==> src/include/fetch_settings.svh <==
`ifndef FETCH_SETTINGS_SVH
`define FETCH_SETTINGS_SVH

// datapath
`define XLEN        64   // address and AXI data width
`define INST_W      32   // no compressed insts

// icache geometry
`define IC_INDEX_W  4    // 16 lines
`define IC_LINES    (1 << `IC_INDEX_W)
`define IC_BEATS    2    // 64-bit beats per line
`define IC_BEAT_W   1    // log2 of IC_BEATS
`define IC_OFFSET_W 4    // 16 byte line, 4 insts
`define IC_TAG_W    (`XLEN - `IC_INDEX_W - `IC_OFFSET_W)

// fixed INCR burst, AXI len field is beats minus one
`define AXI_AR_LEN  (`IC_BEATS - 1)

// boot vector
`define RESET_PC    64'h0000_0000_8000_0000

`endif
==> src/fetch_pkg.sv <==
`default_nettype none
`include "fetch_settings.svh"

package fetch_pkg;

  // field view of a fetch address, msb first
  // beat + word + byte_off add up to IC_OFFSET_W
  typedef struct packed {
    logic [`IC_TAG_W-1:0]   tag;      // compared against tag array
    logic [`IC_INDEX_W-1:0] index;    // line select
    logic [`IC_BEAT_W-1:0]  beat;     // 64-bit beat within line
    logic                   word;     // upper or lower half of beat
    logic [1:0]             byte_off; // zero for aligned fetch
  } fetch_addr_fields_t;

  // same 64 bits, raw for pc arithmetic, fields for lookup
  typedef union packed {
    logic [`XLEN-1:0]   raw;
    fetch_addr_fields_t f;
  } fetch_addr_u;

  // one fetched instruction as handed to decode
  typedef struct packed {
    logic [`XLEN-1:0]   pc;
    logic [`INST_W-1:0] inst;
    logic               err;   // bus error on the line it came from
  } fetch_rsp_t;

endpackage

`default_nettype wire

==> src/fetch_bus_if.sv <==
`timescale 1ns/1ps
`default_nettype none
`include "fetch_settings.svh"

// pc_gen to icache request channel
interface fetch_req_if;
  logic             valid;
  logic             ready;
  logic [`XLEN-1:0] pc;     // held while valid && !ready
  logic             flush;  // single cycle, comes with the redirect pc

  modport producer (output valid, output pc, output flush, input ready);
  modport consumer (input valid, input pc, input flush, output ready);
endinterface

// icache to AXI master line refill channel
interface refill_if;
  logic             req;         // held until gnt
  logic             gnt;
  logic [`XLEN-1:0] line_addr;   // line aligned
  logic             beat_valid;  // no back-pressure, cache always takes it
  logic [`XLEN-1:0] beat_data;
  logic             beat_last;
  logic             beat_err;

  modport requester (output req, output line_addr, input gnt,
                     input beat_valid, input beat_data, input beat_last, input beat_err);
  modport responder (input req, input line_addr, output gnt,
                     output beat_valid, output beat_data, output beat_last, output beat_err);
endinterface

`default_nettype wire

==> src/fetch_top.sv <==
`timescale 1ns/1ps
`default_nettype none
`include "fetch_settings.svh"

module fetch_top (
  input  wire                clk,
  input  wire                rst_n,
  // redirect from later stages
  input  wire                redirect_i,
  input  wire [`XLEN-1:0]    redirect_pc_i,
  // decoder port
  output wire                inst_valid_o,
  input  wire                inst_ready_i,
  output wire [`INST_W-1:0]  inst_o,
  output wire [`XLEN-1:0]    inst_pc_o,
  output wire                inst_err_o,
  // AXI read, AR
  output wire                ar_valid_o,
  input  wire                ar_ready_i,
  output wire [`XLEN-1:0]    ar_addr_o,
  // AXI read, R
  input  wire                r_valid_i,
  output wire                r_ready_o,
  input  wire [`XLEN-1:0]    r_data_i,
  input  wire [1:0]          r_resp_i,
  input  wire                r_last_i
);

  fetch_req_if req_bus ();   // pc_gen -> icache
  refill_if    fill_bus ();  // icache -> axi master

  pc_gen i_pc_gen (
    .clk           (clk),
    .rst_n         (rst_n),
    .redirect_i    (redirect_i),
    .redirect_pc_i (redirect_pc_i),
    .req           (req_bus)
  );

  icache i_icache (
    .clk          (clk),
    .rst_n        (rst_n),
    .req          (req_bus),
    .fill         (fill_bus),
    .inst_valid_o (inst_valid_o),
    .inst_ready_i (inst_ready_i),
    .inst_o       (inst_o),
    .inst_pc_o    (inst_pc_o),
    .inst_err_o   (inst_err_o)
  );

  axi_rd_master i_axi_rd_master (
    .clk        (clk),
    .rst_n      (rst_n),
    .fill       (fill_bus),
    .ar_valid_o (ar_valid_o),
    .ar_ready_i (ar_ready_i),
    .ar_addr_o  (ar_addr_o),
    .r_valid_i  (r_valid_i),
    .r_ready_o  (r_ready_o),
    .r_data_i   (r_data_i),
    .r_resp_i   (r_resp_i),
    .r_last_i   (r_last_i)
  );

endmodule

`default_nettype wire

==> src/axi_rd_master.sv <==
`timescale 1ns/1ps
`default_nettype none
`include "fetch_settings.svh"

module axi_rd_master (
  input  wire               clk,
  input  wire               rst_n,
  refill_if.responder       fill,
  // AR channel
  output logic              ar_valid_o,
  input  wire               ar_ready_i,
  output logic [`XLEN-1:0]  ar_addr_o,
  // R channel
  input  wire               r_valid_i,
  output logic              r_ready_o,
  input  wire [`XLEN-1:0]   r_data_i,
  input  wire [1:0]         r_resp_i,
  input  wire               r_last_i
);

  localparam logic [1:0] M_IDLE = 2'd0;
  localparam logic [1:0] M_ADDR = 2'd1;  // ar_valid up
  localparam logic [1:0] M_DATA = 2'd2;  // r_ready up
  localparam logic [1:0] RESP_OKAY = 2'b00;

  logic [1:0]            state_q;
  logic [1:0]            state_d;
  logic [`XLEN-1:0]      addr_q;       // latched line address
  logic [`IC_BEAT_W-1:0] beat_cnt_q;   // beats seen in this burst
  logic                  ar_fire;
  logic                  r_fire;

  assign ar_fire = ar_valid_o && ar_ready_i;
  assign r_fire  = r_valid_i && r_ready_o;

  // grant only from idle, one line at a time
  assign fill.gnt = (state_q == M_IDLE) && fill.req;

  assign ar_valid_o = (state_q == M_ADDR);
  assign ar_addr_o  = addr_q;
  assign r_ready_o  = (state_q == M_DATA);  // whole burst, no throttling

  // beats go straight through in the handshake cycle
  assign fill.beat_valid = r_fire;
  assign fill.beat_data  = r_data_i;
  assign fill.beat_last  = r_fire && r_last_i;
  assign fill.beat_err   = (r_resp_i != RESP_OKAY);  // SLVERR or DECERR

  always_comb begin
    state_d = state_q;
    case (state_q)
      M_IDLE:  if (fill.gnt) state_d = M_ADDR;
      M_ADDR:  if (ar_fire) state_d = M_DATA;
      M_DATA:  if (r_fire && r_last_i) state_d = M_IDLE;
      default: state_d = M_IDLE;
    endcase
  end

  always_ff @(posedge clk or negedge rst_n) begin
    if (!rst_n) begin
      state_q <= M_IDLE;
    end else begin
      state_q <= state_d;
    end
  end

  always_ff @(posedge clk) begin
    if (fill.gnt) begin
      addr_q <= fill.line_addr;
    end
  end

  always_ff @(posedge clk or negedge rst_n) begin
    if (!rst_n) begin
      beat_cnt_q <= '0;
    end else if (ar_fire) begin
      beat_cnt_q <= '0;
    end else if (r_fire) begin
      beat_cnt_q <= beat_cnt_q + 1'b1;
    end
  end

  // AXI rule, address may not change before ar_ready
  a_ar_stable: assert property (
    @(posedge clk) disable iff (!rst_n)
    (ar_valid_o && !ar_ready_i) |=> (ar_valid_o && $stable(ar_addr_o))
  ) else $error("axi_rd_master: AR dropped or changed before ready");

  // slave must close the burst exactly at the fixed length
  a_last_beat: assert property (
    @(posedge clk) disable iff (!rst_n)
    r_fire |-> (r_last_i == (beat_cnt_q == `AXI_AR_LEN))
  ) else $error("axi_rd_master: r_last on beat %0d", beat_cnt_q);

endmodule

`default_nettype wire

==> src/icache.sv <==
`timescale 1ns/1ps
`default_nettype none
`include "fetch_settings.svh"

module icache import fetch_pkg::*; (
  input  wire                 clk,
  input  wire                 rst_n,
  fetch_req_if.consumer       req,
  refill_if.requester         fill,
  output logic                inst_valid_o,
  input  wire                 inst_ready_i,
  output logic [`INST_W-1:0]  inst_o,
  output logic [`XLEN-1:0]    inst_pc_o,
  output logic                inst_err_o
);

  // refill fsm
  localparam logic [1:0] S_IDLE  = 2'd0;  // lookup and hit path live
  localparam logic [1:0] S_REQ   = 2'd1;  // asking master for a line
  localparam logic [1:0] S_WAIT  = 2'd2;  // beats coming in
  localparam logic [1:0] S_WRITE = 2'd3;  // line complete, write + present

  logic [1:0] state_q;
  logic [1:0] state_d;

  // arrays, only valid bits are cleared
  logic [`IC_LINES-1:0] valid_q;
  logic [`IC_TAG_W-1:0] tag_q  [`IC_LINES];
  logic [`XLEN-1:0]     data_q [`IC_LINES][`IC_BEATS];

  // lookup stage
  logic                   lk_valid_q;
  fetch_addr_u            lk_addr_q;
  logic [`IC_INDEX_W-1:0] lk_idx;
  logic                   lk_hit;
  logic [`XLEN-1:0]       hit_beat;
  logic [`XLEN-1:0]       fill_beat;
  logic [`INST_W-1:0]     hit_inst;
  logic [`INST_W-1:0]     fill_inst;

  // refill assembly
  logic [`XLEN-1:0]     line_buf_q [`IC_BEATS];
  logic [`IC_BEAT_W-1:0] beat_cnt_q;
  logic                 line_err_q;   // any beat with bad resp
  logic                 drop_q;       // flushed mid refill, do not present

  // output register
  fetch_rsp_t out_q;
  logic       out_valid_q;

  logic req_fire;
  logic out_free;
  logic hit_load;
  logic fill_load;
  logic miss_start;
  logic leave_write;

  assign lk_idx = lk_addr_q.f.index;
  assign lk_hit = valid_q[lk_idx] && (tag_q[lk_idx] == lk_addr_q.f.tag);

  assign hit_beat  = data_q[lk_idx][lk_addr_q.f.beat];
  assign fill_beat = line_buf_q[lk_addr_q.f.beat];
  assign hit_inst  = hit_beat[lk_addr_q.f.word * `INST_W +: `INST_W];
  assign fill_inst = fill_beat[lk_addr_q.f.word * `INST_W +: `INST_W];

  assign out_free    = !out_valid_q || inst_ready_i;  // slot empty or leaving now
  assign hit_load    = (state_q == S_IDLE) && lk_valid_q && lk_hit && out_free && !req.flush;
  assign miss_start  = (state_q == S_IDLE) && lk_valid_q && !lk_hit && !req.flush;
  assign leave_write = (state_q == S_WRITE) && (out_free || drop_q || req.flush);
  assign fill_load   = leave_write && !drop_q && !req.flush;

  // take a new pc only if the pending one moves on this cycle
  // a flush throws away both stages, so it always frees a slot in idle
  assign req.ready = (state_q == S_IDLE) &&
                     (req.flush || (out_free && (!lk_valid_q || lk_hit)));
  assign req_fire  = req.valid && req.ready;

  assign fill.req       = (state_q == S_REQ);
  assign fill.line_addr = {lk_addr_q.raw[`XLEN-1:`IC_OFFSET_W], {`IC_OFFSET_W{1'b0}}};

  always_comb begin
    state_d = state_q;
    case (state_q)
      S_IDLE:  if (miss_start) state_d = S_REQ;
      S_REQ:   if (fill.gnt) state_d = S_WAIT;
      S_WAIT:  if (fill.beat_valid && fill.beat_last) state_d = S_WRITE;
      S_WRITE: if (leave_write) state_d = S_IDLE;
      default: state_d = S_IDLE;
    endcase
  end

  always_ff @(posedge clk or negedge rst_n) begin
    if (!rst_n) begin
      state_q <= S_IDLE;
    end else begin
      state_q <= state_d;
    end
  end

  always_ff @(posedge clk or negedge rst_n) begin
    if (!rst_n) begin
      lk_valid_q <= 1'b0;
    end else if (req_fire) begin
      lk_valid_q <= 1'b1;
    end else if (req.flush || hit_load || leave_write) begin
      lk_valid_q <= 1'b0;
    end
  end

  always_ff @(posedge clk) begin
    if (req_fire) begin
      lk_addr_q.raw <= req.pc;  // stays put for the whole refill
    end
  end

  // beat counter and error collect, restart on each grant
  always_ff @(posedge clk or negedge rst_n) begin
    if (!rst_n) begin
      beat_cnt_q <= '0;
      line_err_q <= 1'b0;
      drop_q     <= 1'b0;
    end else begin
      if (fill.gnt) begin
        beat_cnt_q <= '0;
        line_err_q <= 1'b0;
      end else if (fill.beat_valid) begin
        beat_cnt_q <= beat_cnt_q + 1'b1;
        line_err_q <= line_err_q | fill.beat_err;
      end
      // burst cannot be cancelled, just remember to hide the result
      if (leave_write) begin
        drop_q <= 1'b0;
      end else if (req.flush && (state_q != S_IDLE)) begin
        drop_q <= 1'b1;
      end
    end
  end

  always_ff @(posedge clk) begin
    if (fill.beat_valid) begin
      line_buf_q[beat_cnt_q] <= fill.beat_data;
    end
  end

  // erroring line stays invalid so a refetch goes to the bus again
  always_ff @(posedge clk or negedge rst_n) begin
    if (!rst_n) begin
      valid_q <= '0;
    end else if (leave_write) begin
      valid_q[lk_idx] <= !line_err_q;
    end
  end

  always_ff @(posedge clk) begin
    if (leave_write && !line_err_q) begin
      tag_q[lk_idx] <= lk_addr_q.f.tag;
      for (int b = 0; b < `IC_BEATS; b++) begin
        data_q[lk_idx][b] <= line_buf_q[b];
      end
    end
  end

  always_ff @(posedge clk or negedge rst_n) begin
    if (!rst_n) begin
      out_valid_q <= 1'b0;
    end else if (hit_load || fill_load) begin
      out_valid_q <= 1'b1;
    end else if (req.flush || inst_ready_i) begin
      out_valid_q <= 1'b0;  // taken by decode or squashed
    end
  end

  always_ff @(posedge clk) begin
    if (hit_load || fill_load) begin
      out_q.pc   <= lk_addr_q.raw;
      out_q.inst <= hit_load ? hit_inst : fill_inst;
      out_q.err  <= fill_load && line_err_q;
    end
  end

  // squashed in the flush cycle as well
  assign inst_valid_o = out_valid_q && !req.flush;
  assign inst_o       = out_q.inst;
  assign inst_pc_o    = out_q.pc;
  assign inst_err_o   = out_q.err;

  // data comes from array or line buffer, both written by refill only
  a_inst_known: assert property (
    @(posedge clk) disable iff (!rst_n)
    inst_valid_o |-> !$isunknown(inst_o)
  ) else $error("icache: unknown instruction at pc %h", inst_pc_o);

endmodule

`default_nettype wire

==> src/pc_gen.sv <==
`timescale 1ns/1ps
`default_nettype none
`include "fetch_settings.svh"

module pc_gen import fetch_pkg::*; (
  input  wire               clk,
  input  wire               rst_n,
  input  wire               redirect_i,     // from a later stage
  input  wire [`XLEN-1:0]   redirect_pc_i,
  fetch_req_if.producer     req
);

  fetch_addr_u      pc_q;
  logic [`XLEN-1:0] pc_seq;   // sequential successor
  logic             run_q;    // goes high one cycle out of reset
  logic             flush_q;
  logic             req_fire;

  assign req_fire = req.valid && req.ready;
  assign pc_seq   = pc_q.raw + `XLEN'd4;  // no prediction, always +4

  // request always pending once running
  assign req.valid = run_q;
  assign req.pc    = pc_q.raw;
  assign req.flush = flush_q;

  always_ff @(posedge clk or negedge rst_n) begin
    if (!rst_n) begin
      run_q <= 1'b0;
    end else begin
      run_q <= 1'b1;
    end
  end

  // redirect wins over a sequential step in the same cycle
  always_ff @(posedge clk or negedge rst_n) begin
    if (!rst_n) begin
      pc_q.raw <= `RESET_PC;
    end else if (redirect_i) begin
      pc_q.raw <= redirect_pc_i;
    end else if (req_fire) begin
      pc_q.raw <= pc_seq;
    end
  end

  // flush goes out together with the new pc
  always_ff @(posedge clk or negedge rst_n) begin
    if (!rst_n) begin
      flush_q <= 1'b0;
    end else begin
      flush_q <= redirect_i;
    end
  end

  // redirect targets come from outside, so alignment is checked here
  a_pc_aligned: assert property (
    @(posedge clk) disable iff (!rst_n)
    req.valid |-> (pc_q.f.byte_off == 2'b00)
  ) else $error("pc_gen: misaligned pc %h", pc_q.raw);

  // icache relies on the pc not moving under back-pressure
  a_pc_hold: assert property (
    @(posedge clk) disable iff (!rst_n)
    (req.valid && !req.ready && !redirect_i) |=> $stable(req.pc)
  ) else $error("pc_gen: pc changed while stalled");

endmodule

`default_nettype wire

==> config.mk <==
export PLATFORM = sky130hd
export DESIGN_NAME = fetch_top
export DESIGN_NICKNAME = d
export VERILOG_FILES = /design/src/fetch_pkg.sv /design/src/fetch_bus_if.sv /design/src/fetch_top.sv /design/src/axi_rd_master.sv /design/src/icache.sv /design/src/pc_gen.sv
export VERILOG_INCLUDE_DIRS = /design/src /design/src/include
export SDC_FILE = /design/constraint.sdc
export NUM_CORES = 2
export LEC_CHECK = 0
export ABC_AREA = 1
export BUFFER_PORTS_ARGS = -buffer_cell sky130_fd_sc_hd__buf_2
export CAP_MARGIN = 30
export CELL_PAD_IN_SITES_DETAIL_PLACEMENT = 0
export CELL_PAD_IN_SITES_GLOBAL_PLACEMENT = 1
export CORE_MARGIN = 10
export CORE_UTILIZATION = 52
export DETAILED_ROUTE_END_ITERATION = 7
export PLACE_DENSITY_LB_ADDON = 0.05
export SLEW_MARGIN = 20
export SYNTH_ARGS = -nofsm -noshare
export SYNTH_HDL_FRONTEND = slang
export SYNTH_SLANG_ARGS = --single-unit
==> constraint.sdc <==
create_clock -name clk -period 12.7 [get_ports clk]
set_clock_uncertainty 0.05 [all_clocks]
set_input_delay 2.54 -clock clk [delete_from_list [all_inputs] [get_ports clk]]
set_output_delay 2.54 -clock clk [all_outputs]
set_load 0.1 [all_outputs]
==> results.txt <==
----------------------------------------------------
[Route]
  Routed wire per std cell ... 27.9 µm
  Routed Antenna Nets ... 0
  Total iterations of the first detailed-routing run ... 6
  Final wirelength ... 400,000 µm
  Iter 0 DRT Violations ... 9,390
  Count of vias placed by the detailed router ... 87,800
  Post-route DRC ... 0
  Vias/cell ... 6.12

[Setup path]
  Critical Path Source Type ... flop
  Minimum setup slack among reg-to-reg paths ... 5.93 ns
  Endpoint class of the critical path ... flop
  Depth of the worst register-to-register path ... 21
  CP max-delay cell ... buf_12
  Chain of cells forming the critical path ... inv_8 -> buf_16 -> buf_12 -> nand2_1 -> nand3_1 -> nand3_1 -> nand2_1 -> nand2_1 -> nand3_1 -> nand2_1 -> nor2_1 -> nand2_1 -> nor2_1 -> nand2_1 -> nor2_1 -> nand2_1 -> nand2_1 -> nand3_4 -> buf_12 -> clkinv_2 -> buf_4
  Cell type with the highest occurrence count on the critical path ... nand2_1
  Required time of the critical path ... 13.20 ns
  Reg2Reg Capture Point ... i_icache.lk_addr_q[36]$_DFFE_PP_
  Cell family with most CP delay ... simple AND/OR/NAND/NOR gates
  Worst Path Arrival ... 7.27 ns
  Path type of the worst setup path ... flop to flop
  Top fanout value on the critical path ... 199
  Peak per-stage delay on the critical path ... 0.65 ns
  Buf/Inv on CP ... 6

[Synth]
  Async S/R FF share, synth ... 0.0269
  Post-Synthesis Cell Area ... 135,000 µm²
  Main combinational cell family by area after synthesis ... simple AND/OR/NAND/NOR gates
  Count of warnings emitted by yosys ... 0
  Post-synthesis share of cell area spent on full adders, half adders and majority gates ... 0.000463
  Number of flops mapped to enable cells by yosys ... 3,293
  Syn Inst Count ... 10,500
  Share of synthesized area spent on multiplexers ... 0.00475
  Fraction of synthesized cell area in xor and xnor cells ... 0.00363
  Most common flop cell mapped by yosys ... edfxtp_1
  Number of distinct library cell variants in the gate-level netlist after synthesis ... 47
  Number of flip-flops and latches in the synthesized netlist ... 3,389
  Syn_area_per_cell ... 12.8 µm²
  Share of the synthesized area in compound gates (AO/OA/AOI/OAI) ... 0.0789
  Proportion of synthesized chip area in sequential cells ... 0.750
  Post-synthesis simple-gate area fraction ... 0.132

[Placed design]
  Weighted congestion reported at the end of routability-driven placement ... 0.848
  Area post-placement ... 140,000 µm²
  Post-DP HPWL ... 203,000 µm
  IO Port Bufs ... 296
  Count of placed standard cells including taps ... 13,700

[Clock network]
  Root buffer selected by CTS ... clkbuf_16
  Number of instances resized during post-cts repair ... 0
  Clock transition time at the flip-flop clock pins of the worst setup and hold paths ... 0.06 ns
  Count of clock tree sinks ... 3,389
  Latest clock arrival within the worst-skew pair ... 0.97 ns
  Number of setup buffers added after CTS ... 0
  Number of buffers on the longest clock path ... 4
  Hold-fix buffers, CTS ... 0
  Total number of H-tree levels ... 5
  Clock tree from TritonCTS ... yes
  Number of clock buffers inserted by TritonCTS ... 363

[Pwr]
  Static Leakage ... 52.3 nW
  Clock Power Share ... 0.308
  Switching Share ... 0.351
  PD cells ... 217 nW/µm²
  Relative contribution of combinational cells to total power ... 0.274
  Switching component of the power ... 11.5 mW
  Share of power burned in registers ... 0.418
  P_int ... 21.3 mW
  Maximum vdd drop ... 0.187 mV

[STA]
  Total negative setup slack ... 0 ns
  Hold violation count in the final report ... 0
  Measured slew at the worst slew-check pin ... 1.21 ns
  Fmax achieved ... 0.148 GHz
  Tcrit/Tclk final ... 0.533
  RSZ-0062 raised after global routing ... false
  Number of max-slew violations in the final report ... 0
  Relative slew slack ... 0.195
  Number of setup violations in the final report ... 0
  Min Clock Period, post-route ... 6.77 ns

[Final layout]
  Final-layout fill cell count ... 20,300
  Count of non-filler cells in the finished layout ... 14,400
  Final #Nets ... 10,800
  Layout overhead on the synthesized area ... 12.1%
  Finished layout cell area ... 151,000 µm²
  Ratio of cells with drive above 1 in the final layout ... 0.0922

[Hold path]
  Launch instance of the worst min-delay path ... i_icache.lk_addr_q[1]$_DFFE_PP_
  Cell depth of the worst min-delay path ... 0
  Hold EP ... i_icache.inst_pc_o[1]$_DFFE_PP_
  Worst hold path class ... flop to flop

[Global routing]
  Pin count of the biggest net entering global routing ... 220
  Global Route Usage Sum ... 0.279
  Overflow left after global routing ... 0
  Via count of the first global-routing pass ... 85,000
  Number of antenna violations at the first check in global routing ... 26
  Global-route wire length before repair ... 583,000 µm

[Die]
  Effective utilization at floorplan ... 0.524
  Die Outline Area ... 280,000 µm²
  I/O pin count ... 301
  Row count ... 186
  Placeable core region ... 258,000 µm²
  Vertical die dimension ... 529 µm
  Die Width ... 529 µm

[Outcome]
  Run status ... completed

[Job]
  Max-Cap Viols ... 0

----------------------------------------------------
==> layout by cell type (no fill, tap or decap), types with 63 or more instances in the layout <==
cell | netlist | final
edfxtp_1 | 3293 | 3293
nand2_1 | 1845 | 1843
nand3_1 | 1178 | 1178
nor2_1 | 1195 | 1176
o21ai_0 | 1114 | 1114
o221ai_1 | 449 | 449
clkbuf_16 | 0 | 367
inv_1 | 304 | 299
buf_2 | 144 | 295
buf_4 | 13 | 136
dfrtp_1 | 90 | 90
o211ai_1 | 77 | 77
clkinv_1 | 0 | 74
clkbuf_1 | 445 | 73
clkinv_2 | 0 | 68
mux2i_1 | 64 | 64
o22ai_1 | 63 | 63
==> cell type report <==
class	count	area, µm²	share of cell area
Sequential cell	3389	101000	0.669
Multi-Input combinational cell	6152	29800	0.197
Clock buffer	442	9490	0.0627
Tap cell	3384	4230	0.0280
Timing Repair Buffer	482	3610	0.0238
Clock inverter	187	1670	0.0110
Inverter	309	1200	0.00792
Antenna cell	9	22.5	0.000149
==> layer usage <==
metal | vias up | global-route usage | wire (µm)
li1 | 38800 | - | -
met1 | 44700 | 0.400 | 170000
met2 | 3598 | 0.445 | 188000
met3 | 656 | 0.0470 | 31400
met4 | 16 | 0.0744 | 10700
met5 | - | 0 | 100
==> sequential cells by signal, summed over array words and instances (netlist names), 2 cells and up, named ones only <==
signal                     count
i_icache.lk_addr_q            64
i_icache.data_q             2048
i_pc_gen.req.pc               64
i_icache.inst_o               32
i_axi_rd_master.state_q        2
i_icache.state_q               2
i_icache.tag_q               896
i_axi_rd_master.ar_addr_o     60
i_icache.inst_pc_o            64
i_icache.line_buf_q          128
i_icache.valid_q              16
==> power by group through the flow <==
stage	Combinational, mW	Sequential (mW)	Clock [mW]
detailed placement	8.87	13.9	0
global route	9.77	13.8	10.7
finish	8.97	13.7	10.1
global placement	8.72	13.9	0
CTS	8.90	13.7	10.3
floorplan	5.46	14.3	0
==> cell families after synthesis <==
family | count (synthesis)
other | 2
muxes | 64
xor gates and xnor gates | 56
DFF | 3389
and+or+nand+nor | 4290
AOI/OAI and AO/OA | 1732
adders and majority gates | 5
buffers and inverters | 1011
==> worst max-delay path by stage <==
stage | endpoint | slack [ns] | cells after the start
2_1_floorplan | i_icache.data_q[10][0]$_DFFE_PP_ | 1.10 | 7
6_report | i_icache.lk_addr_q[36]$_DFFE_PP_ | 5.93 | 21
3_5_place_dp | i_icache.lk_addr_q[13]$_DFFE_PP_ | 5.32 | 20
4_1_cts | i_icache.lk_addr_q[36]$_DFFE_PP_ | 5.33 | 20
5_1_grt | i_icache.lk_addr_q[25]$_DFFE_PP_ | 5.37 | 20
3_3_place_gp | i_icache.lk_addr_q[37]$_DFFE_PP_ | 5.40 | 20
==> through the flow <==
step | power, mW | utilization | worst slack [ns] | hold WS [ns]
2_1_floorplan | 19.7 | - | 1.10 | 0.350
3_3_place_gp | 22.7 | 0.542 | 5.40 | 0.357
3_5_place_dp | 22.8 | 0.543 | 5.32 | 0.361
4_1_cts | 32.9 | 0.586 | 5.33 | 0.375
5_1_grt | 34.3 | 0.587 | 5.37 | 0.378
6_report | 32.8 | 0.587 | 5.93 | 0.375
==> Yosys cell counts, drive strengths merged (39+ instances only) <==
master,n,share of area
mux2i,64,0.0047
o221ai,449,0.029
o21ai,1127,0.042
dfrtp,90,0.017
o211ai,77,0.0043
nand2,1846,0.051
edfxtp,3293,0.73
nand3,1179,0.044
buf,257,0.0093
clkbuf,445,0.012
nor2,1197,0.033
xor2,39,0.0025
o22ai,63,0.0029
inv,309,0.0086
Power figures use the tool's default switching activity.
